## src/hdl/shim_consts.svh

```systemverilog
`ifndef SHIM_CONSTS_SVH
`define SHIM_CONSTS_SVH

// Board fan-out
`define SHIM_NUM_BOARDS 8 // Amplifier boards per system
`define SHIM_BOARD_W 3    // Board number width

// Status word field widths
`define SHIM_CODE_W 25 // Status code
`define SHIM_STATE_W 4 // FSM state

// Minimum cycles in CONFIRM_SPI_RST before spi_off is trusted
`define SHIM_SPI_RST_CHECK 32'd10

// Default delays at a 100 MHz clock
`define SHIM_DEF_FORCE_DELAY 32'd10_000_000     // 100 ms from force release to SPI start
`define SHIM_DEF_RST_PULSE 32'd10_000           // 100 us shutdown reset pulse
`define SHIM_DEF_RST_DELAY 32'd10_000_000       // 100 ms from reset pulse to RUNNING
`define SHIM_DEF_SPI_RST_WAIT 32'd100_000_000   // 1 s for SPI off confirmation
`define SHIM_DEF_SPI_START_WAIT 32'd100_000_000 // 1 s for SPI subsystem start

`endif

```

## src/hdl/shim_pkg.sv

```systemverilog
`include "shim_consts.svh"

package shim_pkg;

  // Sequencer states, visible in status_word[3:0]
  typedef enum logic [`SHIM_STATE_W-1:0] {
    IDLE              = 'd1, // Powered down, waiting for sys_en
    CONFIRM_SPI_RST   = 'd2,
    POWER_ON_CTRL_BRD = 'd3,
    CONFIRM_SPI_START = 'd4,
    POWER_ON_AMP_BRD  = 'd5, // Shutdown reset pulse
    AMP_POWER_WAIT    = 'd6,
    RUNNING           = 'd7,
    HALTING           = 'd8, // Single cycle
    HALTED            = 'd9  // Waits for sys_en low
  } shim_state_e;

  // Status codes, upper nibble groups the source
  typedef enum logic [`SHIM_CODE_W-1:0] {
    EMPTY                 = 'h000,
    OK                    = 'h001,
    PS_SHUTDOWN           = 'h002, // sys_en dropped while running
    SPI_RESET_TIMEOUT     = 'h100,
    SPI_START_TIMEOUT     = 'h101,
    INTEG_THRESH_AVG_OOB  = 'h200,
    INTEG_WINDOW_OOB      = 'h201,
    INTEG_EN_OOB          = 'h202,
    SYS_EN_OOB            = 'h203,
    LOCK_VIOL             = 'h204,
    SHUTDOWN_SENSE        = 'h300,
    EXT_SHUTDOWN          = 'h301,
    OVER_THRESH           = 'h400,
    THRESH_UNDERFLOW      = 'h401,
    THRESH_OVERFLOW       = 'h402,
    DAC_BOOT_FAIL         = 'h600,
    BAD_DAC_CMD           = 'h601,
    DAC_BUF_UNDERFLOW     = 'h604,
    DAC_BUF_OVERFLOW      = 'h605,
    ADC_BOOT_FAIL         = 'h700,
    BAD_ADC_CMD           = 'h701,
    ADC_CMD_BUF_UNDERFLOW = 'h702,
    ADC_CMD_BUF_OVERFLOW  = 'h703
  } shim_code_e;

  // Board number on top so {status, state} forms the status word
  typedef struct packed {
    logic [`SHIM_BOARD_W-1:0] board_num;
    shim_code_e               code;
  } shim_status_t;

  // Pre-start range checks, highest priority first
  typedef struct packed {
    logic integ_thresh_avg_oob;
    logic integ_window_oob;
    logic integ_en_oob;
    logic sys_en_oob;
  } shim_cfg_flags_t;

  // Per-board running faults, highest priority first
  typedef struct packed {
    logic [`SHIM_NUM_BOARDS-1:0] shutdown_sense;
    logic [`SHIM_NUM_BOARDS-1:0] over_thresh;      // Integrator threshold core
    logic [`SHIM_NUM_BOARDS-1:0] thresh_underflow;
    logic [`SHIM_NUM_BOARDS-1:0] thresh_overflow;
    logic [`SHIM_NUM_BOARDS-1:0] bad_dac_cmd;
    logic [`SHIM_NUM_BOARDS-1:0] dac_cmd_buf_underflow;
    logic [`SHIM_NUM_BOARDS-1:0] dac_cmd_buf_overflow;
    logic [`SHIM_NUM_BOARDS-1:0] bad_adc_cmd;
    logic [`SHIM_NUM_BOARDS-1:0] adc_cmd_buf_underflow;
    logic [`SHIM_NUM_BOARDS-1:0] adc_cmd_buf_overflow;
  } shim_board_flags_t;

  // Boot failures, DAC wins over ADC
  typedef struct packed {
    logic [`SHIM_NUM_BOARDS-1:0] dac_boot_fail;
    logic [`SHIM_NUM_BOARDS-1:0] adc_boot_fail;
  } shim_boot_flags_t;

  // Power and SPI control levels
  typedef struct packed {
    logic unlock_cfg;        // Config registers writable
    logic spi_clk_gate;      // SPI clock power
    logic spi_en;
    logic shutdown_sense_en;
    logic block_buffers;     // Holds PL side of cmd/data buffers
    logic n_shutdown_force;  // Active low
    logic n_shutdown_rst;    // Active low
  } shim_ctrl_t;

  // Lowest set board, 0 when none set
  function automatic logic [`SHIM_BOARD_W-1:0] first_board(
    input logic [`SHIM_NUM_BOARDS-1:0] vec
  );
    logic [`SHIM_BOARD_W-1:0] idx;
    idx = '0;
    for (int i = `SHIM_NUM_BOARDS - 1; i >= 0; i--) begin
      if (vec[i]) idx = i[`SHIM_BOARD_W-1:0]; // Last hit is the lowest
    end
    return idx;
  endfunction

endpackage

```

## src/hdl/shim_fault_arbiter.sv

```systemverilog
`timescale 1ns/10ps

module shim_fault_arbiter (
  input  logic                        sys_en,
  input  logic                        lock_viol,
  input  logic                        ext_shutdown,
  input  shim_pkg::shim_cfg_flags_t   cfg,
  input  shim_pkg::shim_boot_flags_t  boot,
  input  shim_pkg::shim_board_flags_t board,
  output logic                        cfg_fault,
  output shim_pkg::shim_status_t      cfg_status,
  output logic                        boot_fault,
  output shim_pkg::shim_status_t      boot_status,
  output logic                        run_fault,
  output shim_pkg::shim_status_t      run_status
);

  // Any flag at all per phase
  assign cfg_fault  = |cfg;
  assign boot_fault = |boot;
  assign run_fault  = !sys_en || lock_viol || ext_shutdown || (|board);

  // Pre-start range checks, never board specific
  always_comb begin
    cfg_status.board_num = '0;
    if (cfg.integ_thresh_avg_oob) begin
      cfg_status.code = shim_pkg::INTEG_THRESH_AVG_OOB;
    end else if (cfg.integ_window_oob) begin
      cfg_status.code = shim_pkg::INTEG_WINDOW_OOB;
    end else if (cfg.integ_en_oob) begin
      cfg_status.code = shim_pkg::INTEG_EN_OOB;
    end else if (cfg.sys_en_oob) begin
      cfg_status.code = shim_pkg::SYS_EN_OOB;
    end else begin
      cfg_status.code = shim_pkg::OK; // Don't care, cfg_fault low
    end
  end

  // Boot failures during SPI start
  always_comb begin
    boot_status.board_num = '0;
    boot_status.code      = shim_pkg::OK;
    if (|boot.dac_boot_fail) begin // DAC side first
      boot_status.code      = shim_pkg::DAC_BOOT_FAIL;
      boot_status.board_num = shim_pkg::first_board(boot.dac_boot_fail);
    end else if (|boot.adc_boot_fail) begin
      boot_status.code      = shim_pkg::ADC_BOOT_FAIL;
      boot_status.board_num = shim_pkg::first_board(boot.adc_boot_fail);
    end
  end

  // Running faults, single-bit sources report board 0
  always_comb begin
    run_status.board_num = '0;
    run_status.code      = shim_pkg::OK;
    if (!sys_en) begin
      run_status.code = shim_pkg::PS_SHUTDOWN; // Orderly shutdown request
    end else if (lock_viol) begin
      run_status.code = shim_pkg::LOCK_VIOL;
    end else if (|board.shutdown_sense) begin
      run_status.code      = shim_pkg::SHUTDOWN_SENSE;
      run_status.board_num = shim_pkg::first_board(board.shutdown_sense);
    end else if (ext_shutdown) begin
      run_status.code = shim_pkg::EXT_SHUTDOWN;
    end else if (|board.over_thresh) begin
      // Integrator threshold core
      run_status.code      = shim_pkg::OVER_THRESH;
      run_status.board_num = shim_pkg::first_board(board.over_thresh);
    end else if (|board.thresh_underflow) begin
      run_status.code      = shim_pkg::THRESH_UNDERFLOW;
      run_status.board_num = shim_pkg::first_board(board.thresh_underflow);
    end else if (|board.thresh_overflow) begin
      run_status.code      = shim_pkg::THRESH_OVERFLOW;
      run_status.board_num = shim_pkg::first_board(board.thresh_overflow);
    end else if (|board.bad_dac_cmd) begin
      // DAC command path
      run_status.code      = shim_pkg::BAD_DAC_CMD;
      run_status.board_num = shim_pkg::first_board(board.bad_dac_cmd);
    end else if (|board.dac_cmd_buf_underflow) begin
      run_status.code      = shim_pkg::DAC_BUF_UNDERFLOW;
      run_status.board_num = shim_pkg::first_board(board.dac_cmd_buf_underflow);
    end else if (|board.dac_cmd_buf_overflow) begin
      run_status.code      = shim_pkg::DAC_BUF_OVERFLOW;
      run_status.board_num = shim_pkg::first_board(board.dac_cmd_buf_overflow);
    end else if (|board.bad_adc_cmd) begin
      // ADC command path
      run_status.code      = shim_pkg::BAD_ADC_CMD;
      run_status.board_num = shim_pkg::first_board(board.bad_adc_cmd);
    end else if (|board.adc_cmd_buf_underflow) begin
      run_status.code      = shim_pkg::ADC_CMD_BUF_UNDERFLOW;
      run_status.board_num = shim_pkg::first_board(board.adc_cmd_buf_underflow);
    end else if (|board.adc_cmd_buf_overflow) begin
      run_status.code      = shim_pkg::ADC_CMD_BUF_OVERFLOW;
      run_status.board_num = shim_pkg::first_board(board.adc_cmd_buf_overflow);
    end
  end

endmodule

```

## src/hdl/shim_hw_manager.sv

```systemverilog
`timescale 1ns/10ps

`include "shim_consts.svh"

module shim_hw_manager #(
  parameter logic [31:0] FORCE_DELAY    = `SHIM_DEF_FORCE_DELAY,
  parameter logic [31:0] RST_PULSE      = `SHIM_DEF_RST_PULSE,
  parameter logic [31:0] RST_DELAY      = `SHIM_DEF_RST_DELAY,
  parameter logic [31:0] SPI_RST_WAIT   = `SHIM_DEF_SPI_RST_WAIT,
  parameter logic [31:0] SPI_START_WAIT = `SHIM_DEF_SPI_START_WAIT
) (
  input  logic                        clk,
  input  logic                        aresetn,
  input  logic                        sys_en,       // Power the system up
  input  logic                        spi_off,      // SPI subsystem idle
  input  logic                        lock_viol,    // Write to locked config
  input  logic                        ext_shutdown,
  input  shim_pkg::shim_cfg_flags_t   cfg,
  input  shim_pkg::shim_boot_flags_t  boot,
  input  shim_pkg::shim_board_flags_t board,
  output shim_pkg::shim_ctrl_t        ctrl,
  output logic [31:0]                 status_word,  // {board_num, code, state}
  output logic                        ps_interrupt
);

  // Fault candidates per phase
  logic                   cfg_fault;
  logic                   boot_fault;
  logic                   run_fault;
  shim_pkg::shim_status_t cfg_status;
  shim_pkg::shim_status_t boot_status;
  shim_pkg::shim_status_t run_status;

  shim_pkg::shim_state_e  state;
  shim_pkg::shim_status_t status;

  shim_fault_arbiter i_fault_arbiter (
    .sys_en       (sys_en),
    .lock_viol    (lock_viol),
    .ext_shutdown (ext_shutdown),
    .cfg          (cfg),
    .boot         (boot),
    .board        (board),
    .cfg_fault    (cfg_fault),
    .cfg_status   (cfg_status),
    .boot_fault   (boot_fault),
    .boot_status  (boot_status),
    .run_fault    (run_fault),
    .run_status   (run_status)
  );

  shim_power_sequencer #(
    .FORCE_DELAY    (FORCE_DELAY),
    .RST_PULSE      (RST_PULSE),
    .RST_DELAY      (RST_DELAY),
    .SPI_RST_WAIT   (SPI_RST_WAIT),
    .SPI_START_WAIT (SPI_START_WAIT)
  ) i_power_sequencer (
    .clk          (clk),
    .aresetn      (aresetn),
    .sys_en       (sys_en),
    .spi_off      (spi_off),
    .cfg_fault    (cfg_fault),
    .cfg_status   (cfg_status),
    .boot_fault   (boot_fault),
    .boot_status  (boot_status),
    .run_fault    (run_fault),
    .run_status   (run_status),
    .ctrl         (ctrl),
    .state        (state),
    .status       (status),
    .ps_interrupt (ps_interrupt)
  );

  // Board number lands in 31:29, code in 28:4
  assign status_word = {status, state};

endmodule

```

## src/hdl/shim_power_sequencer.sv

```systemverilog
`timescale 1ns/10ps

`include "shim_consts.svh"

module shim_power_sequencer #(
  parameter logic [31:0] FORCE_DELAY    = `SHIM_DEF_FORCE_DELAY,   // Force release to SPI start
  parameter logic [31:0] RST_PULSE      = `SHIM_DEF_RST_PULSE,     // Shutdown reset pulse width
  parameter logic [31:0] RST_DELAY      = `SHIM_DEF_RST_DELAY,     // Reset pulse to RUNNING
  parameter logic [31:0] SPI_RST_WAIT   = `SHIM_DEF_SPI_RST_WAIT,  // SPI off timeout
  parameter logic [31:0] SPI_START_WAIT = `SHIM_DEF_SPI_START_WAIT // SPI start timeout
) (
  input  logic                   clk,
  input  logic                   aresetn,
  input  logic                   sys_en,
  input  logic                   spi_off,
  input  logic                   cfg_fault,
  input  shim_pkg::shim_status_t cfg_status,
  input  logic                   boot_fault,
  input  shim_pkg::shim_status_t boot_status,
  input  logic                   run_fault,
  input  shim_pkg::shim_status_t run_status,
  output shim_pkg::shim_ctrl_t   ctrl,
  output shim_pkg::shim_state_e  state,
  output shim_pkg::shim_status_t status,
  output logic                   ps_interrupt
);

  // Safe control levels, hardware off and config open
  localparam shim_pkg::shim_ctrl_t CTRL_OFF = '{
    unlock_cfg:        1'b1,
    spi_clk_gate:      1'b0,
    spi_en:            1'b0,
    shutdown_sense_en: 1'b0,
    block_buffers:     1'b1,
    n_shutdown_force:  1'b0,
    n_shutdown_rst:    1'b1
  };

  localparam shim_pkg::shim_status_t STATUS_OK = '{board_num: '0, code: shim_pkg::OK};

  logic [31:0] timer; // Shared by all wait and timeout states

  always_ff @(posedge clk) begin
    if (!aresetn) begin
      state        <= shim_pkg::IDLE;
      timer        <= '0;
      ctrl         <= CTRL_OFF;
      status       <= STATUS_OK;
      ps_interrupt <= 1'b0;
    end else begin
      case (state)
        shim_pkg::IDLE: begin
          if (sys_en) begin
            if (cfg_fault) begin // Bad range, skip power-up
              state  <= shim_pkg::HALTING;
              status <= cfg_status;
            end else begin
              state           <= shim_pkg::CONFIRM_SPI_RST;
              timer           <= '0;
              ctrl.unlock_cfg <= 1'b0; // Lock config for the run
            end
          end
        end

        // SPI subsystem has to report off before power is applied
        shim_pkg::CONFIRM_SPI_RST: begin
          if (timer >= `SHIM_SPI_RST_CHECK && spi_off) begin
            state                 <= shim_pkg::POWER_ON_CTRL_BRD;
            timer                 <= '0;
            ctrl.n_shutdown_force <= 1'b1; // Release shutdown force
          end else if (timer >= SPI_RST_WAIT) begin
            state  <= shim_pkg::HALTING;
            status <= '{board_num: '0, code: shim_pkg::SPI_RESET_TIMEOUT};
          end else begin
            timer <= timer + 32'd1;
          end
        end

        // Let the control board settle before SPI traffic
        shim_pkg::POWER_ON_CTRL_BRD: begin
          if (timer >= FORCE_DELAY) begin
            state                  <= shim_pkg::CONFIRM_SPI_START;
            timer                  <= '0;
            ctrl.spi_clk_gate      <= 1'b1;
            ctrl.spi_en            <= 1'b1;
            ctrl.shutdown_sense_en <= 1'b1;
          end else begin
            timer <= timer + 32'd1;
          end
        end

        shim_pkg::CONFIRM_SPI_START: begin
          if (!spi_off) begin // SPI up
            state               <= shim_pkg::POWER_ON_AMP_BRD;
            timer               <= '0;
            ctrl.n_shutdown_rst <= 1'b0; // Start of reset pulse
          end else if (boot_fault) begin
            state  <= shim_pkg::HALTING;
            status <= boot_status;
          end else if (timer >= SPI_START_WAIT) begin
            state  <= shim_pkg::HALTING;
            status <= '{board_num: '0, code: shim_pkg::SPI_START_TIMEOUT};
          end else begin
            timer <= timer + 32'd1;
          end
        end

        shim_pkg::POWER_ON_AMP_BRD: begin
          if (timer >= RST_PULSE) begin
            state               <= shim_pkg::AMP_POWER_WAIT;
            timer               <= '0;
            ctrl.n_shutdown_rst <= 1'b1; // End of pulse
          end else begin
            timer <= timer + 32'd1;
          end
        end

        shim_pkg::AMP_POWER_WAIT: begin
          if (timer >= RST_DELAY) begin
            state              <= shim_pkg::RUNNING;
            timer              <= '0;
            ctrl.block_buffers <= 1'b0; // Open buffers
            ps_interrupt       <= 1'b1; // Announce RUNNING
          end else begin
            timer <= timer + 32'd1;
          end
        end

        // Faults are masked while the entry interrupt is high
        shim_pkg::RUNNING: begin
          if (ps_interrupt) begin
            ps_interrupt <= 1'b0;
          end else if (run_fault) begin
            state  <= shim_pkg::HALTING;
            status <= run_status;
          end
        end

        shim_pkg::HALTING: begin
          state        <= shim_pkg::HALTED;
          timer        <= '0;
          ctrl         <= CTRL_OFF;
          ps_interrupt <= 1'b1;
        end

        // Status held until the host drops sys_en
        shim_pkg::HALTED: begin
          ps_interrupt <= 1'b0;
          if (!sys_en) begin
            state  <= shim_pkg::IDLE;
            status <= STATUS_OK;
          end
        end

        default: begin
          // Illegal state, shut down and flag it
          state        <= shim_pkg::HALTED;
          timer        <= '0;
          ctrl         <= CTRL_OFF;
          status       <= '{board_num: '0, code: shim_pkg::EMPTY};
          ps_interrupt <= 1'b1;
        end
      endcase
    end
  end

endmodule

```

## config.mk

```make
export PLATFORM = sky130hd
export DESIGN_NAME = shim_hw_manager
export DESIGN_NICKNAME = d
export VERILOG_FILES = /design/src/hdl/shim_pkg.sv /design/src/hdl/shim_fault_arbiter.sv /design/src/hdl/shim_hw_manager.sv /design/src/hdl/shim_power_sequencer.sv
export VERILOG_INCLUDE_DIRS = /design/src /design/src/hdl
export SDC_FILE = /design/constraint.sdc
export NUM_CORES = 1
export LEC_CHECK = 0
export BUFFER_PORTS_ARGS = -buffer_cell sky130_fd_sc_hd__buf_2
export CAP_MARGIN = 20
export CORE_MARGIN = 4
export CORE_UTILIZATION = 30
export DETAILED_ROUTE_END_ITERATION = 6
export PLACE_DENSITY_LB_ADDON = 0.12
export SYNTH_ARGS = -nofsm -noshare
export SYNTH_HDL_FRONTEND = slang
export SYNTH_SLANG_ARGS = --single-unit
```

## constraint.sdc

```tcl
create_clock -name clk -period 2.6 [get_ports clk]
set_clock_uncertainty 0.2 [all_clocks]
set_input_delay 0.13 -clock clk [delete_from_list [all_inputs] [get_ports clk]]
set_output_delay 0.13 -clock clk [all_outputs]
set_load 0.05 [all_outputs]
```

==> flow_summary.toml <==
[critical_path]
cp-end-kind = "flop"
arrival_ps = 2710
cpPeakStageDelay_ps = 420
worst_ep_required_time_ps = 2610
cp_max_fo = 5
critPathKind = "reg -> reg"
crit_chain = "nor4bb_4, o211ai_1, nor4_4, a31oi_4, a311oi_2, buf_4, buf_6, a41oi_2, a311oi_1"
start_kind = "flop"
cp.buffers_inverters = 2
slowest_stage = "nor4_4"
crit_family = "compound AO/OA/AOI/OAI gates"

[sta]
setup_violations = 18
rsz0062_at_grt = "true"
setup_slack_ps = -96.5
worst_pin_slew_ps = 613
fmax_mhz = 371
setup_tns_ps = -797
post-route-min-period_ps = 2700
max-slew-margin-rel_pct = 58.8
drv_slew = 0
timing.final.crit_share_pct = 104
hold_viol = 0

[power]
ir_drop_mv = 0.331
power.density_nw_per_um2 = 683
p_comb_share_pct = 61.7
p_leak_nw = 2.88
seqPwrFrac_pct = 21.4
internal_power_mw = 2.52
p_sw_share_pct = 46.3
p_clk_share_pct = 16.9
p_sw_mw = 2.18

[synth]
synth_most_common_cell = "nor2_1"
yosys_register_bits = 51
syn_inst = 649
yosysUniqueCellTypes = 79
ys_seq_area_share_pct = 22.5
synth_area_leaders = "dfxtp_1 23%, nor2_1 6.3%, a21oi_1 5.8%"
avgSynthCellArea_sq_um = 6.99
netlist_area_sq_um = 4540
async_reset_ff_share_pct = 0
synth.top_cells.by_count = "76 x nor2_1, 53 x a21oi_1, 51 x dfxtp_1, 49 x nand2_1, 39 x o21ai_0"
ys_warn_count = 0
synth_flop_cell = "dfxtp_1"
yosysTopAreaCellShare_pct = 22.5
synth.largest_area_cell = "dfxtp_1"
synth_edf_count = 0

[clock_tree]
cts_buffer_depth = 2
cts-root-buf = "clkbuf_16"
htreeDepth = 2
clock_latency_ps = 300
cts_made_buffers = 5
path_clk_slew_ps = 70
clock-sinks = 51
cts_tree = "done"

[outcome]
status = "complete, but fails checks"
violations = "setup timing"

[floorplan]
die_area_sq_um = 17200
core_area_sq_um = 14700
io_pins = 146
fp.dieW_microns = 131
num_rows = 44
initial_core_util_pct = 30.9
die_y_microns = 131

[global_routing]
grt_pass1_wl_mm = 28.9
grt_pass1_vias = 5832
overflow = 0
globalRouteMet3Util_pct = 3.86
globalRouteTotalUtil_pct = 20.7
grtUsageMet2_pct = 34.1
top_usage_layer = "met2"
antenna_found_initial = 0
grt_max_degree = 21
grtUsageMet1_pct = 28.1

[route]
wl_per_cell_microns = 16.6
drtIter0Drc = 337
vias_per_cell = 5.45
drc = 0
ant_nets = 0
vias = 5938
wl_mm = 18.1
first_pass_iters = 5

[hold_path]
hp-class = "in -> reg"

[placement]
dpl-instance-area_sq_um = 6410
dp_hpwl_mm = 14.7
pre_cts_ws_ps = -214
globalplace.congestion = 0.897
port_buffers = 126
placedCellCount = 1072

[final_layout]
syn_to_final_growth_pct = 51.6
final_area_sq_um = 6880
drive_gt1_share_pct = 40.0
fin_nets = 1013
instances_no_fill = 1090
insertedDiodeCount = 0

[job]
drv_cap = 0
final timing paths:
kind | slack [ps] | startpoint | to | cells past startpoint
max | -100 | i_power_sequencer.state[3]$_SDFFE_PN0P_ | i_power_sequencer.timer[12]$_SDFFE_PN0P_ | 9
min | 50 | cfg[2] | i_power_sequencer.ctrl[6]$_SDFFE_PN1P_ | 5
max reg2reg | -100 | i_power_sequencer.state[3]$_SDFFE_PN0P_ | i_power_sequencer.timer[12]$_SDFFE_PN0P_ | 9
min reg2reg | 280 | i_power_sequencer.timer[29]$_SDFFE_PN0P_ | i_power_sequencer.timer[29]$_SDFFE_PN0P_ | 2
area by class of cell:
class	instances	area (sq um)
Sequential cell	51	1040
Tap cell	184	230
Clock buffer	5	125
Fill cell	1466	7820
Clock inverter	3	45.0
Multi-Input combinational cell	522	3390
Inverter	38	143
Timing Repair Buffer	287	1910
flip-flops by register name (all words and copies together) (netlist names):
register and cells:
i_power_sequencer.ps_interrupt 1, i_power_sequencer.timer 32, i_power_sequencer.status 9, i_power_sequencer.ctrl 5, i_power_sequencer.state 4
cells by family (layout without fill, tap and decap cells):
| family | count (synthesis) | after routing | share of synthesized area [%] |
|---|---|---|---|
| simple gates | 283 | 283 | 32.9 |
| compound gates | 214 | 214 | 33.2 |
| buf+inv | 94 | 333 | 9.96 |
| flops | 51 | 51 | 22.5 |
| mux | 3 | 3 | 0.662 |
| fa+ha+maj | 2 | 2 | 0.551 |
| other cells | 1 | 19 | 0.0827 |
| xor+xnor | 1 | 1 | 0.193 |
worst reg2reg max path, cell delays in order, from the launching register on:
cell	delay, ps
dfxtp_4	370
nor4bb_4	380
o211ai_1	240
nor4_4	420
a31oi_4	90
a311oi_2	280
buf_4	180
buf_6	100
a41oi_2	80
a311oi_1	260
cell usage in the layout (no fill, tap or decap), types with 7 or more instances in the layout:
cell,instances
a21oi_1,45
a21oi_2,8
a31oi_1,17
and3_1,7
buf_2,126
buf_4,145
buf_6,12
conb_1,19
dfxtp_1,44
inv_1,36
nand2_1,46
nand3_1,33
nand4_1,11
nor2_1,72
nor2b_1,7
nor3_1,22
nor4_1,22
o2111ai_1,7
o211ai_1,12
o21ai_0,32
o21bai_1,10
or4_1,8
power by group through the flow:
stage	sequential [mW]	clock (mW)	combinational, mW
3_5_place_dp	1.01	0	2.59
4_1_cts	0.994	0.809	2.66
6_report	1.01	0.795	2.90
3_3_place_gp	1.01	0	2.57
2_1_floorplan	1.36	0	1.32
5_1_grt	1.02	0.837	3.12
what timing repair did:
item | CTS | global route
pin swaps | 10 | 21
resized for setup | 11 | 45
setup endpoints to repair | 41 | 43
hold buffers | 2 | 0
buffers inserted | 4 | 5
endpoints found under the hold margin | 3 | 0
metrics by stage:
stage               power [mW]  hold WS [ps]  utilization (%)
finish                    4.70          53.2             46.8
global route              4.98          99.0             46.8
CTS                       4.46          55.5             45.4
detailed placement        3.60           246             43.6
global placement          3.58           249             43.6
floorplan                 2.68          93.5                -
metal layers:
metal | part of all wire (%) | up-vias
li1 | - | 2952
met1 | 46 | 2789
met2 | 48 | 178
met3 | 5.1 | 19
met4 | 1.2 | 0
met5 | 0 | -
Power figures use the tool's default switching activity.
